--- src/logic/fetch_pkg.sv ---
// fetch front end shared definitions
// word and halfword widths, FIFO space width
// state encodings of the word fetcher and the instruction aligner

package fetch_pkg;

  //////////////////////////////////////////////////
  // widths
  //////////////////////////////////////////////////
  // instruction and memory word width
  localparam int unsigned INSTR_W = 32;
  // compressed instruction width
  localparam int unsigned HALF_W  = 16;
  // width of the free entry count reported by the FIFO
  localparam int unsigned SPACE_W = 3;

  //////////////////////////////////////////////////
  // state encodings
  //////////////////////////////////////////////////
  // four-phase memory master
  typedef enum logic [1:0] {
    F_IDLE,
    F_REQ,
    F_RELEASE
  } fetch_state_e;

  // halfword realignment
  typedef enum logic [2:0] {
    ALIGNED32,
    ALIGNED16,
    MISALIGNED32,
    MISALIGNED16,
    BRANCH_MISALIGNED,
    WAIT_VALID_MISALIGNED16
  } align_state_e;

endpackage

--- src/logic/word_fetcher.sv ---
`timescale 1ns/1ps
// word fetcher
// four-phase req/ack master that reads sequential 32-bit words from
// instruction memory and pushes them into the prefetch FIFO
// a branch moves the next fetch address and marks an open response stale

module word_fetcher #(
  parameter logic [fetch_pkg::INSTR_W-1:0] BOOT_ADDR = '0
) (
  input  logic                          clk,
  input  logic                          rst_n,
  input  logic                          branch_i,
  input  logic [fetch_pkg::INSTR_W-1:0] branch_addr_i,
  input  logic [fetch_pkg::SPACE_W-1:0] fifo_space_i,
  input  logic                          mem_ack_i,
  input  logic [fetch_pkg::INSTR_W-1:0] mem_rdata_i,
  output logic                          mem_req_o,
  output logic [fetch_pkg::INSTR_W-1:0] mem_addr_o,
  output logic                          push_o,
  output logic [fetch_pkg::INSTR_W-1:0] push_data_o
);

  // word address of the first fetch after reset
  localparam logic [fetch_pkg::INSTR_W-1:0] BOOT_WORD =
    {BOOT_ADDR[fetch_pkg::INSTR_W-1:2], 2'b00};
  localparam logic [fetch_pkg::INSTR_W-1:0] WORD_BYTES = fetch_pkg::INSTR_W'(4);

  fetch_pkg::fetch_state_e       state_q, state_d;
  logic [fetch_pkg::INSTR_W-1:0] next_addr_q;
  logic [fetch_pkg::INSTR_W-1:0] req_addr_q;
  logic                          stale_q;
  logic                          resp_taken;
  logic                          can_start;
  logic                          launch;

  //////////////////////////////////////////////////
  // handshake control
  //////////////////////////////////////////////////
  // ack sampled high while req is up closes the data phase
  assign resp_taken = (state_q == fetch_pkg::F_REQ) && mem_ack_i;

  // no words are in flight outside F_REQ, so any free entry is room
  // a branch cycle waits one clock for the flushed FIFO
  assign can_start  = !mem_ack_i && (fifo_space_i != '0) && !branch_i;
  assign launch     = can_start &&
                      ((state_q == fetch_pkg::F_IDLE) || (state_q == fetch_pkg::F_RELEASE));

  always_comb begin
    state_d = state_q;
    case (state_q)
      fetch_pkg::F_IDLE: begin
        if (launch) begin
          state_d = fetch_pkg::F_REQ;
        end
      end
      fetch_pkg::F_REQ: begin
        // drop req right after the sampling edge
        if (mem_ack_i) begin
          state_d = fetch_pkg::F_RELEASE;
        end
      end
      fetch_pkg::F_RELEASE: begin
        // memory must lower ack before the next request
        if (!mem_ack_i) begin
          state_d = launch ? fetch_pkg::F_REQ : fetch_pkg::F_IDLE;
        end
      end
      default: state_d = fetch_pkg::F_IDLE;
    endcase
  end

  assign mem_req_o   = (state_q == fetch_pkg::F_REQ);
  // address register only loads at launch, so it is steady under req
  assign mem_addr_o  = req_addr_q;

  // stale data finishes its handshake but never reaches the FIFO
  assign push_o      = resp_taken && !stale_q;
  assign push_data_o = mem_rdata_i;

  //////////////////////////////////////////////////
  // state and address registers
  //////////////////////////////////////////////////
  always_ff @(posedge clk or negedge rst_n) begin
    if (!rst_n) begin
      state_q     <= fetch_pkg::F_IDLE;
      next_addr_q <= BOOT_WORD;
      req_addr_q  <= BOOT_WORD;
      stale_q     <= 1'b0;
    end else begin
      state_q <= state_d;
      if (launch) begin
        req_addr_q <= next_addr_q;
      end
      // branch target wins over the sequential step
      if (branch_i) begin
        next_addr_q <= {branch_addr_i[fetch_pkg::INSTR_W-1:2], 2'b00};
      end else if (push_o) begin
        next_addr_q <= next_addr_q + WORD_BYTES;
      end
      // one stale response at most, cleared when it completes
      if (resp_taken) begin
        stale_q <= 1'b0;
      end else if (branch_i && (state_q == fetch_pkg::F_REQ)) begin
        stale_q <= 1'b1;
      end
    end
  end

endmodule

--- src/logic/prefetch_fifo.sv ---
`timescale 1ns/1ps
// prefetch FIFO
// circular word buffer between the word fetcher and the aligner
// flush empties it in one cycle and reports free entries to the fetcher

module prefetch_fifo #(
  parameter int unsigned FIFO_DEPTH = 4
) (
  input  logic                          clk,
  input  logic                          rst_n,
  input  logic                          flush_i,
  input  logic                          push_i,
  input  logic [fetch_pkg::INSTR_W-1:0] push_data_i,
  input  logic                          pop_i,
  output logic                          valid_o,
  output logic [fetch_pkg::INSTR_W-1:0] data_o,
  output logic [fetch_pkg::SPACE_W-1:0] space_o
);

  localparam int unsigned PTR_W = $clog2(FIFO_DEPTH);
  localparam int unsigned CNT_W = $clog2(FIFO_DEPTH + 1);
  localparam logic [PTR_W-1:0] LAST_IDX = PTR_W'(FIFO_DEPTH - 1);
  localparam logic [CNT_W-1:0] FULL_CNT = CNT_W'(FIFO_DEPTH);

  logic [fetch_pkg::INSTR_W-1:0] mem_q [FIFO_DEPTH];
  logic [PTR_W-1:0]              wr_ptr_q;
  logic [PTR_W-1:0]              rd_ptr_q;
  logic [PTR_W-1:0]              wr_ptr_nxt;
  logic [PTR_W-1:0]              rd_ptr_nxt;
  logic [CNT_W-1:0]              count_q;
  logic                          push_ok;
  logic                          pop_ok;

  // flush drops a push or pop in the same cycle
  assign push_ok    = push_i && (count_q != FULL_CNT) && !flush_i;
  assign pop_ok     = pop_i && (count_q != '0) && !flush_i;

  // wrap explicitly for depths that are not a power of two
  assign wr_ptr_nxt = (wr_ptr_q == LAST_IDX) ? '0 : wr_ptr_q + 1'b1;
  assign rd_ptr_nxt = (rd_ptr_q == LAST_IDX) ? '0 : rd_ptr_q + 1'b1;

  assign valid_o    = (count_q != '0);
  assign data_o     = mem_q[rd_ptr_q];
  assign space_o    = fetch_pkg::SPACE_W'(FULL_CNT - count_q);

  //////////////////////////////////////////////////
  // storage
  //////////////////////////////////////////////////
  always_ff @(posedge clk) begin
    if (push_ok) begin
      mem_q[wr_ptr_q] <= push_data_i;
    end
  end

  //////////////////////////////////////////////////
  // pointers and occupancy
  //////////////////////////////////////////////////
  always_ff @(posedge clk or negedge rst_n) begin
    if (!rst_n) begin
      wr_ptr_q <= '0;
      rd_ptr_q <= '0;
      count_q  <= '0;
    end else if (flush_i) begin
      wr_ptr_q <= '0;
      rd_ptr_q <= '0;
      count_q  <= '0;
    end else begin
      if (push_ok) begin
        wr_ptr_q <= wr_ptr_nxt;
      end
      if (pop_ok) begin
        rd_ptr_q <= rd_ptr_nxt;
      end
      // simultaneous push and pop keep the count
      case ({push_ok, pop_ok})
        2'b10:   count_q <= count_q + 1'b1;
        2'b01:   count_q <= count_q - 1'b1;
        default: count_q <= count_q;
      endcase
    end
  end

endmodule

--- src/logic/instr_aligner.sv ---
`timescale 1ns/1ps
// instruction aligner
// turns the word stream from the prefetch FIFO into RV32C instructions
// joins 32-bit instructions that straddle a word boundary, puts compressed
// ones out zero-extended and flagged, and tracks the pc of each instruction
// a branch reloads the pc at any halfword address

module instr_aligner #(
  parameter logic [fetch_pkg::INSTR_W-1:0] BOOT_ADDR = '0
) (
  input  logic                          clk,
  input  logic                          rst_n,
  input  logic                          fetch_valid_i,
  input  logic [fetch_pkg::INSTR_W-1:0] mem_content_i,
  input  logic                          id_ready_i,
  input  logic                          branch_i,
  input  logic [fetch_pkg::INSTR_W-1:0] branch_addr_i,
  output logic                          pop_o,
  output logic [fetch_pkg::INSTR_W-1:0] instr_o,
  output logic                          instr_valid_o,
  output logic                          instr_compressed_o,
  output logic [fetch_pkg::INSTR_W-1:0] pc_o
);

  // boot at an odd halfword behaves like a branch there
  localparam fetch_pkg::align_state_e RESET_STATE =
    BOOT_ADDR[1] ? fetch_pkg::BRANCH_MISALIGNED : fetch_pkg::ALIGNED32;
  localparam logic [fetch_pkg::HALF_W-1:0] ZERO_HALF = '0;

  fetch_pkg::align_state_e       state_q, state_d;
  logic [fetch_pkg::INSTR_W-1:0] pc_q, pc_d;
  logic [fetch_pkg::INSTR_W-1:0] pc_plus2;
  logic [fetch_pkg::INSTR_W-1:0] pc_plus4;
  logic [fetch_pkg::HALF_W-1:0]  r_instr_q;
  logic [fetch_pkg::HALF_W-1:0]  lo_half;
  logic [fetch_pkg::HALF_W-1:0]  hi_half;
  logic                          update_state;
  logic                          raw_instr_hold;

  assign lo_half  = mem_content_i[fetch_pkg::HALF_W-1:0];
  assign hi_half  = mem_content_i[fetch_pkg::INSTR_W-1:fetch_pkg::HALF_W];

  assign pc_plus2 = pc_q + fetch_pkg::INSTR_W'(2);
  assign pc_plus4 = pc_q + fetch_pkg::INSTR_W'(4);
  assign pc_o     = pc_q;

  // head word leaves the FIFO once its last useful half is taken
  // a held word stays at the head for the next instruction
  assign pop_o    = update_state && fetch_valid_i && !raw_instr_hold && !branch_i;

  //////////////////////////////////////////////////
  // realignment FSM
  //////////////////////////////////////////////////
  always_comb begin
    state_d            = state_q;
    pc_d               = pc_q;
    instr_o            = mem_content_i;
    instr_valid_o      = fetch_valid_i;
    instr_compressed_o = 1'b0;
    raw_instr_hold     = 1'b0;
    update_state       = 1'b0;

    case (state_q)
      // pc sits on the lower half of the head word
      fetch_pkg::ALIGNED32,
      fetch_pkg::MISALIGNED16,
      fetch_pkg::WAIT_VALID_MISALIGNED16: begin
        if (lo_half[1:0] == 2'b11) begin
          // whole word is one instruction
          state_d = fetch_pkg::ALIGNED32;
          pc_d    = pc_plus4;
          instr_o = mem_content_i;
        end else begin
          // compressed in the lower half, upper half kept for later
          state_d            = fetch_pkg::ALIGNED16;
          pc_d               = pc_plus2;
          instr_o            = {ZERO_HALF, lo_half};
          instr_compressed_o = 1'b1;
        end
        update_state = fetch_valid_i && id_ready_i;
      end

      // pc sits on the stored upper half of the word already popped
      fetch_pkg::ALIGNED16,
      fetch_pkg::MISALIGNED32: begin
        if (r_instr_q[1:0] == 2'b11) begin
          // 32-bit instruction continues in the head word
          state_d      = fetch_pkg::MISALIGNED32;
          pc_d         = pc_plus4;
          instr_o      = {lo_half, r_instr_q};
          update_state = fetch_valid_i && id_ready_i;
        end else begin
          // compressed and complete in the stored half
          // no need to wait on the FIFO
          instr_o            = {ZERO_HALF, r_instr_q};
          instr_valid_o      = 1'b1;
          instr_compressed_o = 1'b1;
          pc_d               = pc_plus2;
          state_d            = fetch_valid_i ? fetch_pkg::MISALIGNED16
                                             : fetch_pkg::WAIT_VALID_MISALIGNED16;
          // keep the head word, it starts the next instruction
          raw_instr_hold     = fetch_valid_i;
          update_state       = id_ready_i;
        end
      end

      // branch landed on the upper half of the head word
      fetch_pkg::BRANCH_MISALIGNED: begin
        if (hi_half[1:0] == 2'b11) begin
          // first half of a split instruction
          // pop and store it with nothing presented
          state_d       = fetch_pkg::MISALIGNED32;
          instr_valid_o = 1'b0;
          update_state  = fetch_valid_i;
        end else begin
          state_d            = fetch_pkg::ALIGNED32;
          pc_d               = pc_plus2;
          instr_o            = {ZERO_HALF, hi_half};
          instr_compressed_o = 1'b1;
          update_state       = fetch_valid_i && id_ready_i;
        end
      end

      default: begin
        state_d = fetch_pkg::ALIGNED32;
      end
    endcase

    // redirect overrides whatever the current state wanted
    if (branch_i) begin
      pc_d         = branch_addr_i;
      state_d      = branch_addr_i[1] ? fetch_pkg::BRANCH_MISALIGNED : fetch_pkg::ALIGNED32;
      update_state = 1'b1;
    end
  end

  //////////////////////////////////////////////////
  // registers
  //////////////////////////////////////////////////
  always_ff @(posedge clk or negedge rst_n) begin
    if (!rst_n) begin
      state_q <= RESET_STATE;
      pc_q    <= BOOT_ADDR;
    end else if (update_state) begin
      state_q <= state_d;
      pc_q    <= pc_d;
    end
  end

  // upper half of every word that leaves the FIFO
  always_ff @(posedge clk) begin
    if (pop_o) begin
      r_instr_q <= hi_half;
    end
  end

endmodule

--- src/logic/fetch_stage_top.sv ---
`timescale 1ns/1ps
// instruction fetch stage
// word fetcher, prefetch FIFO and instruction aligner in a chain
// the branch pulse redirects all three and flushes the FIFO

module fetch_stage_top #(
  parameter int unsigned                   FIFO_DEPTH = 4,
  parameter logic [fetch_pkg::INSTR_W-1:0] BOOT_ADDR  = '0
) (
  input  logic                          clk,
  input  logic                          rst_n,
  input  logic                          branch_i,
  input  logic [fetch_pkg::INSTR_W-1:0] branch_addr_i,
  input  logic                          id_ready_i,
  input  logic                          mem_ack_i,
  input  logic [fetch_pkg::INSTR_W-1:0] mem_rdata_i,
  output logic                          mem_req_o,
  output logic [fetch_pkg::INSTR_W-1:0] mem_addr_o,
  output logic [fetch_pkg::INSTR_W-1:0] instr_o,
  output logic                          instr_valid_o,
  output logic                          instr_compressed_o,
  output logic [fetch_pkg::INSTR_W-1:0] pc_o
);

  // fetcher to FIFO
  logic                          push;
  logic [fetch_pkg::INSTR_W-1:0] push_data;
  logic [fetch_pkg::SPACE_W-1:0] fifo_space;
  // FIFO to aligner
  logic                          fifo_valid;
  logic [fetch_pkg::INSTR_W-1:0] fifo_data;
  logic                          pop;

  word_fetcher #(
    .BOOT_ADDR (BOOT_ADDR)
  ) i_word_fetcher (
    .clk           (clk),
    .rst_n         (rst_n),
    .branch_i      (branch_i),
    .branch_addr_i (branch_addr_i),
    .fifo_space_i  (fifo_space),
    .mem_ack_i     (mem_ack_i),
    .mem_rdata_i   (mem_rdata_i),
    .mem_req_o     (mem_req_o),
    .mem_addr_o    (mem_addr_o),
    .push_o        (push),
    .push_data_o   (push_data)
  );

  // flush is the branch pulse itself
  prefetch_fifo #(
    .FIFO_DEPTH (FIFO_DEPTH)
  ) i_prefetch_fifo (
    .clk         (clk),
    .rst_n       (rst_n),
    .flush_i     (branch_i),
    .push_i      (push),
    .push_data_i (push_data),
    .pop_i       (pop),
    .valid_o     (fifo_valid),
    .data_o      (fifo_data),
    .space_o     (fifo_space)
  );

  instr_aligner #(
    .BOOT_ADDR (BOOT_ADDR)
  ) i_instr_aligner (
    .clk                (clk),
    .rst_n              (rst_n),
    .fetch_valid_i      (fifo_valid),
    .mem_content_i      (fifo_data),
    .id_ready_i         (id_ready_i),
    .branch_i           (branch_i),
    .branch_addr_i      (branch_addr_i),
    .pop_o              (pop),
    .instr_o            (instr_o),
    .instr_valid_o      (instr_valid_o),
    .instr_compressed_o (instr_compressed_o),
    .pc_o               (pc_o)
  );

endmodule

--- config.mk ---
export PLATFORM = sky130hd
export DESIGN_NAME = fetch_stage_top
export DESIGN_NICKNAME = d
export VERILOG_FILES = /design/src/logic/fetch_pkg.sv /design/src/logic/word_fetcher.sv /design/src/logic/prefetch_fifo.sv /design/src/logic/instr_aligner.sv /design/src/logic/fetch_stage_top.sv
export SDC_FILE = /design/constraint.sdc
export NUM_CORES = 1
export LEC_CHECK = 0
export ABC_AREA = 1
export BUFFER_PORTS_ARGS = -buffer_cell sky130_fd_sc_hd__buf_2
export CORE_ASPECT_RATIO = 2
export CORE_MARGIN = 5
export CORE_UTILIZATION = 45
export DETAILED_ROUTE_END_ITERATION = 10
export HOLD_SLACK_MARGIN = 0.05
export PLACE_DENSITY = 0.71
export SLEW_MARGIN = 10
export SYNTH_ARGS = -nofsm -noshare
export SYNTH_HDL_FRONTEND = slang
export SYNTH_SLANG_ARGS = --single-unit
--- constraint.sdc ---
create_clock -name clk -period 2.7 [get_ports clk]
set_input_delay 0.81 -clock clk [delete_from_list [all_inputs] [get_ports clk]]
set_output_delay 0.81 -clock clk [all_outputs]
set_load 0.02 [all_outputs]
==> results.txt <==
met2 WL post-DR: 23.2 mm
die footprint: 32700 µm²
Yosys cell types: 49
Primary FF master, synth: edfxtp_1
Worst Setup Slack, final: -409 ps
wire length per cell: 20.4 µm
number of synthesized flops with an enable pin: 144
fin crit period: 3110 ps
R2R depth: 18
global-route wire length before repair: 64.7 mm
Die Width: 130 µm
worst hold path class: in2async
CTS Root Cell: clkbuf_16
Slew @ Worst Pin: 542 ps
DR vias/cell: 5.51
Max-Cap Viols: 0
static leakage: 0.00717 µW
crit path max fanout: 6
post-route ant nets: 0
f_max: 0.322 GHz
layout cells sized above 1: 22.0%
# DRC: 0
Final Setup Violations: 34
number of buffers added on ports: 165
outcome: finished, violations left
Vias: 11700
DR WL met3: 2.59 mm
fin. max-slew vios: 0
top sig layer: met4
Final Instance Area: 16100 µm²
total gr overflow: 0
Util after Layout: 56.0%
Starting Density: 45.4%
sequential area share after synthesis: 53.3%
failing checks: negative setup slack
Num CTS Buffers: 24
Post-Syn Instances: 1527
dpl hpwl: 31.3 mm
Met1 Wirelength: 13.9 mm
clock buffer depth: 3
RSZ-0062 raised after global routing: yes
power per standard cell area: 981 nW/µm²
asr flop ratio synth: 42.2%
Worst-Skew Late Latency: 550 ps
Synth Warn #: 0
synthesized cell area: 13000 µm²
Max VDD drop: 953 µV
clk_skew: 22.5 ps
drt first pass iters: 5
Worst Setup End Kind: output port
core area: 28700 µm²
P&R area growth vs syn: 23.5%
CTS hold repair buffers: 0
Critical Path RT: 1890 ps
pre-CTS WS: 48.2 ps
nets: 1823
worst-case headroom to the max-slew limit: 63.6%
Final Hold Fails: 0
routability cong.: 0.957
final period utilization: 115%
Synth Register Bits: 249
critical path class: reg2out
WP data arrival: 2300 ps
TNS Setup: -11450 ps
final wirelength: 43.2 mm
vias in the first global route: 11700
initial DRC count: 759
CTS tree: built
Ports: 168
Area after DPL: 14600 µm²
WHS: 206 ps
Die Y: 251 µm
Syn Area/Cell: 8.54 µm²
Worst Setup Start Kind: flip-flop
largest net degree at the start of global routing: 48
row count: 88
clock-pin slew on the worst setup and hold paths: 70 ps
# clock sinks: 249
number of H-tree levels: 1
antenna violations before repair: 1
total global-route track usage: 25.8%
-- power by group --
| group | internal, µW | switching [µW] | total (µW) | leakage (µW) |
|---|---|---|---|---|
| sequential | 4660 | 675 | 5330 | 0.00259 |
| combinational | 2560 | 4360 | 6910 | 0.00418 |
| clock | 2030 | 1520 | 3560 | 0.000400 |
| total | 9250 | 6550 | 15800 | 0.00717 |
-- metal layers --
metal | track usage (%) | up-vias
met1 | 25.4 | 5531
met4 | 17.1 | 0
met2 | 48.5 | 503
li1 | - | 5492
met5 | 0 | -
met3 | 3.38 | 152
-- cell usage in the layout (no fill, tap or decap), types with 6 or more instances in the layout --
cell,instances
o211ai_1,28
xnor2_1,8
o21ai_2,9
buf_4,78
nand2_1,447
nand2_4,14
o21ai_0,105
nor3_1,12
a21oi_1,32
buf_2,136
clkbuf_16,24
nand4_1,20
nor2_1,132
inv_4,6
edfxtp_1,144
ha_1,10
xor2_1,34
o22ai_1,19
o21ai_1,33
nor2_4,7
nand3_1,68
a32oi_2,7
inv_2,7
buf_6,14
dfrtp_1,104
nand2_2,12
inv_1,147
nor2_2,16
buf_12,12
nand3_2,7
-- kinds of logic after synthesis --
kind of cell | after synthesis | share of synthesized area, %
buffers and inverters | 217 | 6.96
other | 1 | 0.0288
flip-flops | 249 | 53.3
multiplexers | 3 | 0.240
adder cells (fa/ha/maj) | 11 | 1.11
AND/OR/NAND/NOR | 749 | 24.4
XOR/XNOR | 42 | 2.82
AO/OA/AOI/OAI | 255 | 11.2
-- synthesized netlist by cell type (2+ instances only) --
cell	number	area (µm²)
buf_2	14	70.1
nand2_1	460	1730
nand4_1	20	125
nand3_1	73	365
clkbuf_1	24	90.1
o21ai_1	16	80.1
buf_4	8	60.1
inv_2	5	18.8
a32oi_1	7	61.3
nor3b_1	3	22.5
o21bai_1	2	15.0
o211ai_1	28	210
inv_1	153	574
nor2_1	139	522
nor3_1	12	60.1
edfxtp_1	144	4320
xor2_1	34	298
nor2_4	5	56.3
o221ai_1	6	52.6
o22ai_1	24	150
ha_1	10	125
buf_1	4	15.0
mux2i_1	2	20.0
nand2_2	10	62.6
a21oi_1	32	160
nand2_4	3	33.8
nand3_2	3	30.0
nand3_4	2	35.0
o21ai_0	131	656
dfrtp_1	105	2630
inv_4	3	18.8
o31ai_1	3	22.5
nor4_1	2	12.5
xnor2_1	8	70.1
nor2_2	11	68.8
buf_6	5	56.3
a31oi_1	4	25.0
-- registers in the layout (all words and copies together) (netlist names) --
name,cells
i_prefetch_fifo.mem_q,128
i_instr_aligner.pc_o,32
i_word_fetcher.mem_addr_o,30
i_word_fetcher.next_addr_q,30
i_instr_aligner.r_instr_q,16
i_instr_aligner.state_q,3
i_prefetch_fifo.count_q,3
i_prefetch_fifo.rd_ptr_q,2
i_prefetch_fifo.wr_ptr_q,2
i_word_fetcher.state_q,2
i_word_fetcher.stale_q,1
-- critical path, cell delays in order, from the launching register on --
cell and delay, ps:
dfrtp_2 460, buf_6 160, inv_8 50, nand2_4 50
nand3_2 70, nand2_4 120, nand2_4 60, nand2_4 90
nand2_4 60, buf_6 140, buf_4 140, o211ai_1 180
buf_4 180
-- final cells by class --
class	count	area, µm²
fill	2505	12600
tap	360	450
sequential	249	6950
antenna	1	2.50
multi-input combinational	1062	5480
timing repair buffer	243	1750
inverter	162	633
clock inverter	16	219
clock buffer	25	604
timing repair inverter	1	6.26
-- metrics by stage --
| stage | total power [µW] | instances |
|---|---|---|
| finish | 15800 | 2119 |
| global route | 16700 | 2119 |
| CTS | 15700 | 2113 |
| detailed placement | 11400 | 2054 |
| global placement | 11200 | 2054 |
| floorplan | 9070 | 1528 |
-- worst paths after layout --
| kind | startpoint | endpoint | slack, ps |
|---|---|---|---|
| max | i_prefetch_fifo.rd_ptr_q[0] | instr_o[9] | -410 |
| max in group asynchronous | rst_n | i_prefetch_fifo.rd_ptr_q[0] | 1810 |
| min reg2reg | i_word_fetcher.mem_addr_o[15] | i_word_fetcher.mem_addr_o[15] | 480 |
| min | rst_n | i_word_fetcher.mem_addr_o[3] | 210 |
| max reg2reg | i_prefetch_fifo.rd_ptr_q[0] | i_prefetch_fifo.count_q[2] | 180 |
| min in group clk | mem_rdata_i[11] | i_prefetch_fifo.mem_q[2][11] | 480 |
-- repair_timing --
item	CTS	global route
setup endpoints to repair	34	34
cloned	4	0
endpoints found under the hold margin	0	0
setup buffers	16	6
gates resized for setup	113	34
pin swaps	16	19
Power figures use the tool's default switching activity.
